==> config.mk <==
export PLATFORM = sky130hd
export DESIGN_NAME = exu_top
export DESIGN_NICKNAME = d
export VERILOG_FILES = /design/src/rtl/isa_pkg.sv /design/src/rtl/pipe_pkg.sv /design/src/rtl/alu.sv /design/src/rtl/branch_unit.sv /design/src/rtl/exu_ctrl.sv /design/src/rtl/exu_out_reg.sv /design/src/rtl/exu_top.sv
export SDC_FILE = /design/constraint.sdc
export NUM_CORES = 2
export LEC_CHECK = 0
export ABC_AREA = 1
export BUFFER_PORTS_ARGS = -buffer_cell sky130_fd_sc_hd__clkbuf_2
export CORE_AREA = 2 2 341 343
export CTS_BUF_LIST = sky130_fd_sc_hd__clkbuf_8
export CTS_CLUSTER_SIZE = 12
export DETAILED_ROUTE_END_ITERATION = 6
export DIE_AREA = 0 0 343 345
export PLACE_DENSITY = 0.52
export SLEW_MARGIN = 20
export SYNTH_ARGS = -nofsm -noshare
export SYNTH_HDL_FRONTEND = slang
export SYNTH_SLANG_ARGS = --single-unit
==> constraint.sdc <==
create_clock -name clk -period 40.1 [get_ports clk]
set_clock_uncertainty 0.15 [all_clocks]
set_input_delay 10.025 -clock clk [delete_from_list [all_inputs] [get_ports clk]]
set_output_delay 10.025 -clock clk [all_outputs]
set_load 0.01 [all_outputs]
==> src/rtl/isa_pkg.sv <==
package isa_pkg;

    // ********************************************************
    // datapath widths
    // ********************************************************
    localparam int xlen         = 64;
    localparam int word_w       = 32;
    localparam int inst_w       = 32;
    localparam int reg_addr_w   = 5;
    localparam int shamt_w      = 6;
    localparam int shamt_w_word = 5;

    // integer alu operations
    typedef enum logic [3:0] {
        alu_add  = 4'd0,
        alu_sub  = 4'd1,
        alu_and  = 4'd2,
        alu_or   = 4'd3,
        alu_xor  = 4'd4,
        alu_sll  = 4'd5,
        alu_srl  = 4'd6,
        alu_sra  = 4'd7,
        alu_slt  = 4'd8,
        alu_sltu = 4'd9
    } alu_op_e;

    // branch conditions, funct3 order without the gaps
    typedef enum logic [2:0] {
        br_eq  = 3'd0,
        br_ne  = 3'd1,
        br_lt  = 3'd2,
        br_ge  = 3'd3,
        br_ltu = 3'd4,
        br_geu = 3'd5
    } br_op_e;

    typedef enum logic [1:0] {
        mem_byte   = 2'd0,
        mem_half   = 2'd1,
        mem_word   = 2'd2,
        mem_double = 2'd3
    } mem_size_e;

    // sign-extend a 32-bit result to xlen
    function automatic logic [xlen-1:0] sext_word(input logic [word_w-1:0] val);
        return {{(xlen - word_w){val[word_w-1]}}, val};
    endfunction

    // jump targets always land on an even address
    function automatic logic [xlen-1:0] clear_lsb(input logic [xlen-1:0] val);
        return {val[xlen-1:1], 1'b0};
    endfunction

endpackage

==> src/rtl/pipe_pkg.sv <==
package pipe_pkg;

    import isa_pkg::*;

    // ********************************************************
    // load/store controls carried to the memory stage
    // ********************************************************
    typedef struct packed {
        logic      load_valid;
        logic      store_valid;
        mem_size_e size;
        logic      load_signed;
    } mem_ctrl_t;

    // ********************************************************
    // decode -> execute
    // ********************************************************
    typedef struct packed {
        logic [xlen-1:0]       pc;
        logic [xlen-1:0]       next_pc;
        logic [inst_w-1:0]     inst;
        logic [reg_addr_w-1:0] rd;
        logic                  dest_wen;
        // alu controls
        alu_op_e               alu_op;
        logic                  word;
        // control transfer
        logic                  br_valid;
        br_op_e                br_op;
        logic                  jump_valid;
        // memory access
        mem_ctrl_t             mem_ctrl;
        logic [xlen-1:0]       store_data;
        // alu / compare operands
        logic [xlen-1:0]       operand1;
        logic [xlen-1:0]       operand2;
        // target adder inputs, pc+imm or rs1+imm
        logic [xlen-1:0]       target_a;
        logic [xlen-1:0]       target_b;
    } decode_bundle_t;

    // ********************************************************
    // execute -> memory
    // ********************************************************
    typedef struct packed {
        logic [xlen-1:0]       pc;
        logic [xlen-1:0]       next_pc;
        logic [inst_w-1:0]     inst;
        logic [reg_addr_w-1:0] rd;
        logic                  dest_wen;
        mem_ctrl_t             mem_ctrl;
        logic [xlen-1:0]       store_data;
        // alu result, doubles as the address for loads and stores
        logic [xlen-1:0]       result;
    } exec_bundle_t;

    // redirect toward fetch
    typedef struct packed {
        logic            valid;
        logic [xlen-1:0] addr;
    } redirect_t;

endpackage

==> src/rtl/alu.sv <==
`timescale 1ns/1ps

module alu
    import isa_pkg::*;
(
    input  alu_op_e         op,
    input  logic            word,
    input  logic [xlen-1:0] operand1,
    input  logic [xlen-1:0] operand2,
    output logic [xlen-1:0] result
);

    logic [xlen-1:0]         full_res;
    logic [word_w-1:0]       word_res;
    logic                    word_op;
    logic [shamt_w-1:0]      shamt;
    logic [shamt_w_word-1:0] shamt_word;

    assign shamt      = operand2[shamt_w-1:0];
    assign shamt_word = operand2[shamt_w_word-1:0];

    // ********************************************************
    // full-width operations
    // ********************************************************
    always_comb begin
        full_res = '0;
        case (op)
            alu_add:  full_res = operand1 + operand2;
            alu_sub:  full_res = operand1 - operand2;
            alu_and:  full_res = operand1 & operand2;
            alu_or:   full_res = operand1 | operand2;
            alu_xor:  full_res = operand1 ^ operand2;
            alu_sll:  full_res = operand1 << shamt;
            alu_srl:  full_res = operand1 >> shamt;
            alu_sra:  full_res = $signed(operand1) >>> shamt;
            alu_slt: begin
                full_res = {{(xlen - 1){1'b0}}, $signed(operand1) < $signed(operand2)};
            end
            alu_sltu: begin
                full_res = {{(xlen - 1){1'b0}}, operand1 < operand2};
            end
            default:  full_res = '0;
        endcase
    end

    // ********************************************************
    // word forms (addw, subw, sllw, srlw, sraw)
    // ********************************************************
    always_comb begin
        word_op  = 1'b1;
        word_res = '0;
        case (op)
            alu_add: word_res = operand1[word_w-1:0] + operand2[word_w-1:0];
            alu_sub: word_res = operand1[word_w-1:0] - operand2[word_w-1:0];
            alu_sll: word_res = operand1[word_w-1:0] << shamt_word;
            alu_srl: word_res = operand1[word_w-1:0] >> shamt_word;
            // arithmetic shift works on bit 31 as the sign
            alu_sra: word_res = $signed(operand1[word_w-1:0]) >>> shamt_word;
            default: word_op  = 1'b0;
        endcase
    end

    // word bit is ignored for logic and compare ops
    assign result = (word && word_op) ? sext_word(word_res) : full_res;

endmodule

==> src/rtl/branch_unit.sv <==
`timescale 1ns/1ps

module branch_unit
    import isa_pkg::*;
(
    input  logic            br_valid,
    input  logic            jump_valid,
    input  br_op_e          br_op,
    input  logic [xlen-1:0] operand1,
    input  logic [xlen-1:0] operand2,
    input  logic [xlen-1:0] target_a,
    input  logic [xlen-1:0] target_b,
    input  logic [xlen-1:0] next_pc,
    output logic            taken,
    output logic [xlen-1:0] target,
    output logic [xlen-1:0] sel_next_pc
);

    logic cond;

    // branch condition
    always_comb begin
        case (br_op)
            br_eq:   cond = (operand1 == operand2);
            br_ne:   cond = (operand1 != operand2);
            br_lt:   cond = ($signed(operand1) <  $signed(operand2));
            br_ge:   cond = ($signed(operand1) >= $signed(operand2));
            br_ltu:  cond = (operand1 <  operand2);
            br_geu:  cond = (operand1 >= operand2);
            default: cond = 1'b0;
        endcase
    end

    assign taken  = jump_valid | (br_valid & cond);

    // jalr needs bit 0 cleared, harmless for the pc-relative forms
    assign target = clear_lsb(target_a + target_b);

    assign sel_next_pc = taken ? target : next_pc;

endmodule

==> src/rtl/exu_ctrl.sv <==
`timescale 1ns/1ps

module exu_ctrl
    import isa_pkg::*;
    import pipe_pkg::*;
(
    input  logic            clk,
    input  logic            rst_n,
    input  logic            id_valid,
    input  logic            taken,
    input  logic [xlen-1:0] target,
    input  logic            slot_free,
    input  logic            ls_flush,
    output logic            ex_ready,
    output logic            ex_flush,
    output redirect_t       redirect
);

    // set once the held instruction has already redirected fetch
    logic jump_done;
    logic taken_held;
    logic accept;

    assign taken_held = id_valid & taken;

    // ********************************************************
    // acceptance
    // ********************************************************
    // a flush from memory blocks acceptance in the same cycle
    assign ex_ready = id_valid & slot_free & ~ls_flush;
    assign accept   = id_valid & ex_ready;

    // ********************************************************
    // single redirect pulse per taken instruction
    // ********************************************************
    always_ff @(posedge clk or negedge rst_n) begin
        if (!rst_n) begin
            jump_done <= 1'b0;
        end else if (ls_flush) begin
            jump_done <= 1'b0;
        end else if (accept) begin
            jump_done <= 1'b0;
        end else if (taken_held) begin
            // stalled taken instruction, do not redirect again
            jump_done <= 1'b1;
        end
    end

    assign redirect.valid = taken_held & ~jump_done;
    assign redirect.addr  = target;

    // younger instructions in decode are wrong-path after a redirect
    assign ex_flush = ls_flush | redirect.valid;

endmodule

==> src/rtl/exu_out_reg.sv <==
`timescale 1ns/1ps

module exu_out_reg
    import pipe_pkg::*;
(
    input  logic         clk,
    input  logic         rst_n,
    input  logic         load,
    input  exec_bundle_t d,
    input  logic         ls_ready,
    input  logic         ls_flush,
    output logic         slot_free,
    output logic         ls_valid,
    output exec_bundle_t q
);

    // empty, or the current entry leaves this cycle
    assign slot_free = ~ls_valid | ls_ready;

    // ********************************************************
    // valid bit
    // ********************************************************
    always_ff @(posedge clk or negedge rst_n) begin
        if (!rst_n) begin
            ls_valid <= 1'b0;
        end else if (ls_flush) begin
            ls_valid <= 1'b0;
        end else if (slot_free) begin
            ls_valid <= load;
        end
    end

    // ********************************************************
    // payload
    // ********************************************************
    // holds under back-pressure since load needs a free slot
    always_ff @(posedge clk) begin
        if (load) begin
            q <= d;
        end
    end

endmodule

==> src/rtl/exu_top.sv <==
`timescale 1ns/1ps

module exu_top
    import isa_pkg::*;
    import pipe_pkg::*;
(
    input  logic           clk,
    input  logic           rst_n,
    // decode side
    input  logic           id_valid,
    input  decode_bundle_t id_bundle,
    output logic           ex_ready,
    output logic           ex_flush,
    // memory side
    output logic           ls_valid,
    output exec_bundle_t   ls_bundle,
    input  logic           ls_ready,
    input  logic           ls_flush,
    // fetch side
    output redirect_t      redirect
);

    logic [xlen-1:0] alu_result;
    logic            br_taken;
    logic [xlen-1:0] br_target;
    logic [xlen-1:0] sel_next_pc;
    logic            slot_free;
    exec_bundle_t    ex_bundle;

    // ********************************************************
    // acceptance and redirect control
    // ********************************************************
    exu_ctrl i_ctrl (
        .clk       (clk),
        .rst_n     (rst_n),
        .id_valid  (id_valid),
        .taken     (br_taken),
        .target    (br_target),
        .slot_free (slot_free),
        .ls_flush  (ls_flush),
        .ex_ready  (ex_ready),
        .ex_flush  (ex_flush),
        .redirect  (redirect)
    );

    // ********************************************************
    // alu and branch unit
    // ********************************************************
    alu i_alu (
        .op       (id_bundle.alu_op),
        .word     (id_bundle.word),
        .operand1 (id_bundle.operand1),
        .operand2 (id_bundle.operand2),
        .result   (alu_result)
    );

    branch_unit i_branch (
        .br_valid    (id_bundle.br_valid),
        .jump_valid  (id_bundle.jump_valid),
        .br_op       (id_bundle.br_op),
        .operand1    (id_bundle.operand1),
        .operand2    (id_bundle.operand2),
        .target_a    (id_bundle.target_a),
        .target_b    (id_bundle.target_b),
        .next_pc     (id_bundle.next_pc),
        .taken       (br_taken),
        .target      (br_target),
        .sel_next_pc (sel_next_pc)
    );

    // bundle for the memory stage
    always_comb begin
        ex_bundle.pc         = id_bundle.pc;
        ex_bundle.next_pc    = sel_next_pc;
        ex_bundle.inst       = id_bundle.inst;
        ex_bundle.rd         = id_bundle.rd;
        ex_bundle.dest_wen   = id_bundle.dest_wen;
        ex_bundle.mem_ctrl   = id_bundle.mem_ctrl;
        ex_bundle.store_data = id_bundle.store_data;
        ex_bundle.result     = alu_result;
    end

    // ********************************************************
    // execute -> memory register
    // ********************************************************
    exu_out_reg i_out_reg (
        .clk       (clk),
        .rst_n     (rst_n),
        .load      (ex_ready),
        .d         (ex_bundle),
        .ls_ready  (ls_ready),
        .ls_flush  (ls_flush),
        .slot_free (slot_free),
        .ls_valid  (ls_valid),
        .q         (ls_bundle)
    );

endmodule

# ---- Word level (Yosys, flattened, before mapping)
# Index checks and enable logic that the tools add are counted.
dict set report totals {
  mem_bits_ro 0
  ff_bits 301
  mem_count 0
  latch_bits 0
  ram_bits 0
}
dict set report classes {
  n_lt_le_gt_ge 4
  muxes 11
  shifts 6
  n_eq_ne 16
  n_reduce_logical 6
  n_bitwise 15
  div_mod_pow 0
  n_addsub 5
  mul 0
}
# operator count
set ops {}
lappend ops {{$pmux 64 s10} 1}
lappend ops {{$pmux 32 s5} 1}
lappend ops {{$add 64x64->64} 2}
lappend ops {{$ge 64x64->1} 2}
lappend ops {{$lt 64x64->1} 2}
lappend ops {{$mux 64} 2}
lappend ops {{$and 64x64->64} 1}
lappend ops {{$eq 64x64->1} 1}
lappend ops {{$ne 64x64->1} 1}
lappend ops {{$or 64x64->64} 1}
lappend ops {{$shl 64x6->64} 1}
lappend ops {{$shr 64x6->64} 1}
lappend ops {{$sshr 64x6->64} 1}
lappend ops {{$sub 64x64->64} 1}
lappend ops {{$xor 64x64->64} 1}
lappend ops {{$add 32x32->32} 1}
lappend ops {{$shl 32x5->32} 1}
lappend ops {{$shr 32x5->32} 1}
lappend ops {{$sshr 32x5->32} 1}
lappend ops {{$sub 32x32->32} 1}
lappend ops {{$eq 4x3->1 const B} 4}
lappend ops {{$eq 4x2->1 const B} 2}
lappend ops {{$eq 4x4->1 const B} 2}
lappend ops {{$and 1x1->1} 6}
lappend ops {{other kinds (14)} 25}

# ---- Longest topological paths before layout
dict set report logic_depth {
  word_depth 8
  depth_mapped 28
  ltp_nobuf 25
}

# ---- Modules after synthesis
# From an unflattened synthesis, not the netlist that was laid out.
dict set report hier_totals {
  cells_unflattened 7760
  area_unflattened_um2 44681.6
}
# mod instances area_each_um2 seq_area_each_um2 cells_per_inst
set modules_own_cells {}
lappend modules_own_cells {alu 1 28173.3 0.0 6089}
lappend modules_own_cells {exu_out_reg 1 9032.4 9003.6 306}
lappend modules_own_cells {branch_unit 1 6930.4 0.0 1291}
lappend modules_own_cells {exu_ctrl 1 545.5 25.0 74}

# ---- Least setup slack after synthesis
# Ideal clock, no wire load.
dict set report synth_timing {
  path_type {input to output}
  start {input ls_ready}
  end {output ex_ready}
  path_stages 4
  path_slack_ps 7232
  arrival_time_ps 22693
  path_cell_list {inv_1 -> nand2_1 -> nand2_1 -> nor2_1}
}
dict set report synth_via {
  elab_chain_len 3
}
# element line
set synth_rtl {}
lappend synth_rtl {{start: declaration} exu_top.sv:17} ;# input logic ls_ready,
lappend synth_rtl {{$or 1x1->1} exu_out_reg.sv:18} ;# assign slot_free = ~ls_valid | ls_ready;
lappend synth_rtl {{$and 1x1->1 (2 in a row)} exu_ctrl.sv:30} ;# assign ex_ready = id_valid & slot_free & ~ls_flush;
lappend synth_rtl {{end: declaration} exu_top.sv:12} ;# output logic ex_ready,
# No other way between the ends.

# ---- Final worst setup path
dict set report layout_timing {
  start {input id_bundle[130] (netlist bit)}
  end {output ex_flush}
}
dict set report layout_via {
  elab_chain_len 7
  word_cells_on_any_way 12
  classes_between {order compare (4); eq/ne (2); mux (1); bitwise (5)}
}
# element line
set layout_rtl {}
lappend layout_rtl {{start: declaration} exu_top.sv:11} ;# input decode_bundle_t id_bundle,
lappend layout_rtl {{$ge 64x64->1, or another cell as far along} branch_unit.sv:29} ;# br_geu: cond = (operand1 >= operand2);
lappend layout_rtl {{$pmux 1 s6 *} branch_unit.sv:23} ;# case (br_op)
lappend layout_rtl {{$and 1x1->1 *} branch_unit.sv:34} ;# assign taken = jump_valid | (br_valid & cond);
lappend layout_rtl {{$or 1x1->1 *} branch_unit.sv:34}
lappend layout_rtl {{$and 1x1->1 *} exu_ctrl.sv:24} ;# assign taken_held = id_valid & taken;
lappend layout_rtl {{$and 1x1->1 *} exu_ctrl.sv:49} ;# assign redirect.valid = taken_held & ~jump_done;
lappend layout_rtl {{$or 1x1->1 *} exu_ctrl.sv:53} ;# assign ex_flush = ls_flush | redirect.valid;
lappend layout_rtl {{end: declaration} exu_top.sv:13} ;# output logic ex_flush,
# Every way passes the cells marked *; elsewhere a longest branch is shown, timed or not.

==> results.md <==
- Synthesized flop and latch total: around 300
- Layout cells sized above 1: 16.4%
- Setup crit start kind: input pin
- Min-Delay Endpoint: i_ctrl.jump_done
- Antenna violations before repair: 54
- Wirelength, routed: around 320000 microns
- Die Y: 345 microns
- Final Cycle Share: 60.9%
- Worst-case clock buffer depth: 3
- DRC: 20
- CTS Hold Bufs: 0
- GPL Wtd Cong: 1.19
- NumNets Final: roughly 7800
- Tmin final: 24.44 ns
- Die area: 118000 sq um
- Total negative slack: 0 ns
- Chip Width: 343 microns
- CTS H-tree depth: 2
- Mapped cell area: 39100 sq um
- Std cell rows: 125
- CTS root buffer: clkbuf_8
- Layout area overhead: 17.0%
- Final Hold Vio Count: 0
- Hold wc startpoint: i_ctrl.jump_done
- Number of I/O port buffers: 871
- Slew HR: between 10% and 20%
- First-pass detailed-route iteration total: 7
- Min-Delay Path Depth: 2
- Power density over cell area: 30.3 nW/um^2
- Post-DP HPWL: 270000 microns
- R2r worst-path depth: 8
- Critical-path maximum fanout: 81
- First-pass GRT wire length: 411000 microns
- Synth Area per Inst: 6.20 sq um
- Total gr overflow: 0
- Hold WC Path Type: flop to flop
- Slew Viols, Final: 0
- Setup-failing EPs final: 0
- Via/cell ratio: 6.07
- Run status: finished, violations left
- Failing checks: DRC
- Clk_lat worst skew: approximately 0.72 ns
- Number of synthesized flops with an enable pin: 299
- Crit path capture type: primary output
- # Max-Cap Violations: 0
- Vias in the first global route: about 47000
- Worst-path clk slew: 0.06 ns
- Required time worst endpoint: 29.92 ns
- Ys Warns: 0
- Syn Inst Count: 6314
- DRT iter0 DRCs: 8916
- Setup bufs post-CTS: 0
- CP Class: input pin to primary output
- Commonest cells after routing, fill and taps aside: nand2_1 (1774), clkbuf_2 (867), inv_1 (745)
- Worst reg-to-reg setup slack: 34.73 ns
- RSZ-0062 raised after global routing: false
- Ports: 873
- Synth area leader: edfxtp_1
- Worst R2R End: i_out_reg.q[63]
- Post-cts resize count: 0
- CTS buffer count: between 50 and 60
- Unique masters post-synth: 60
- Synth area leaders: edfxtp_1 (23%), nand2_1 (17%), ha_1 (9.1%)
- Drt wl/cell: approximately 37 microns
- Yosys top cell area share: 22.9%
- Via count: 52400
- CTS tree: done
- Core area: 115000 sq um
- Hold_ws: 0.411 ns
- Top_reg_cell synth: edfxtp_1
- Worst Path Arrival: 14.26 ns
- Net Count, Synth: 7110
- Commonest non-fill, non-tap cell in the layout: nand2_1
- Critical R2R Launch: i_out_reg.ls_valid
- Fmax: slightly above 40 MHz
- Peak supply drop: 0.0219 mV
- Ys async rst share: 0.664%
- Fillers: about 13000
- Largest net degree at the start of global routing: 82
- GRT Total Usage: 51.0%
- Initial Utilization: 34.0%
- Register area share after synthesis: 23.1%
- Least-Margin Pin Slew: 1.34 ns
- Final ANT Viol Nets: 0
- Leak: 22.0 nW
- Clock tree sinks: 301
==> logic make-up (layout without fill, tap and decap cells) <==
kind of cell / after synthesis / after routing / share of synthesized area, %
DFF: 301 / 301 / 23.1
adders and majority gates: 290 / 290 / 9.35
and+or+nand+nor: 2921 / 2921 / 30.8
buffers and inverters: 1050 / 1805 / 10.7
muxes: 30 / 30 / 0.767
xor gates and xnor gates: 97 / 97 / 2.17
other: 1 / 37 / 0.00958
AOI/OAI and AO/OA: 1624 / 1624 / 23.1
==> metrics by stage <==
stage | std cells | setup slack [ns] | utilization (%) | power, W | area, sq um
6_report | 8629 | 15.66 | 39.8 | 0.00139 | 45800
4_1_cts | 8593 | 15.82 | 39.7 | 0.00135 | 45700
2_1_floorplan | 6314 | 7.23 | - | 0.000720 | 39100
5_1_grt | 8615 | 15.55 | 39.8 | 0.00141 | 45800
3_3_place_gp | 8499 | 15.84 | 38.8 | 0.00104 | 44700
3_5_place_dp | 8499 | 15.83 | 38.8 | 0.00104 | 44700
==> Yosys cell counts, drive strengths merged (2+ instances only) <==
cell     number
a2111oi       4
a21oi       518
buf         157
o2111ai      22
o22ai        46
o21ai       733
a221oi       15
clkinv        6
a211oi       20
nor4         20
o21a         42
o21bai       40
o31ai         9
a21o         23
or2          51
mux2i        30
nand4        41
xnor2        27
xor2         70
edfxtp      299
a31oi        54
a21boi       22
nand3b       13
inv         775
ha          286
and3          3
nand3       341
nor3         78
clkbuf      112
nor2        579
fa            4
o211ai       54
dfrtp         2
o221ai       17
nand2      1794
==> metal layers <==
metal  track usage, %  routed length [microns]  part of all wire [%]
met1             60.9                   115000                    36
met5             1.84                      200                 0.063
met4             43.2                    33900                    11
met2             68.2                   119000                    38
met3             23.2                    47300                    15
==> state kept, by name, indices dropped and copies added, names as in the netlist <==
| signal | flops |
|---|---|
| i_out_reg.q | 299 |
| i_ctrl.jump_done | 1 |
| i_out_reg.ls_valid | 1 |
==> power breakdown <==
part           internal, W  leakage [nW]  total, W  switching, W
registers         0.000371          2.82  0.000389     0.0000180
clock network     0.000156         0.594  0.000304      0.000148
logic             0.000168          18.6  0.000694      0.000527
total             0.000696          22.0   0.00139      0.000692
==> final cells by class <==
class	instances	area, sq um	share of cell area [%]
Clock inverter	37	264	0.576
Multi-Input combinational cell	4963	26000	56.7
Clock buffer	57	785	1.71
Sequential cell	301	9030	19.7
Inverter	781	2940	6.42
Tap cell	1524	1910	4.16
Timing Repair Buffer	930	4810	10.5
Antenna cell	36	90.1	0.197
==> critical path: stages <==
cell,delay (ns)
buf_4,0.26
clkinv_2,0.09
buf_4,0.64
ha_1,0.45
inv_2,0.13
nand3_1,0.09
nand2_2,0.14
nand2_2,0.11
nand2_2,0.11
nand2_1,0.07
nand2_2,0.11
nand2_2,0.07
nand2_2,0.20
nand2_2,0.12
nand2_1,0.13
nand2_2,0.08
nand3_1,0.08
nand2_1,0.07
nand3_2,0.13
nand2_2,0.09
nand2_4,0.36
nand2_1,0.16
o21ai_1,0.31
clkbuf_2,0.20
==> worst max-delay path by stage <==
stage	cells past startpoint	from	slack (ns)	to
final	24	id_bundle[130]	15.66	ex_flush
after global routing	24	id_bundle[130]	15.55	ex_flush
after CTS	24	id_bundle[130]	15.82	ex_flush
after detailed placement	24	id_bundle[130]	15.83	ex_flush
after global placement	24	id_bundle[130]	15.84	ex_flush
after floorplan	4	ls_ready	7.23	ex_ready
No activity file was read; power rests on OpenSTA's default activity.
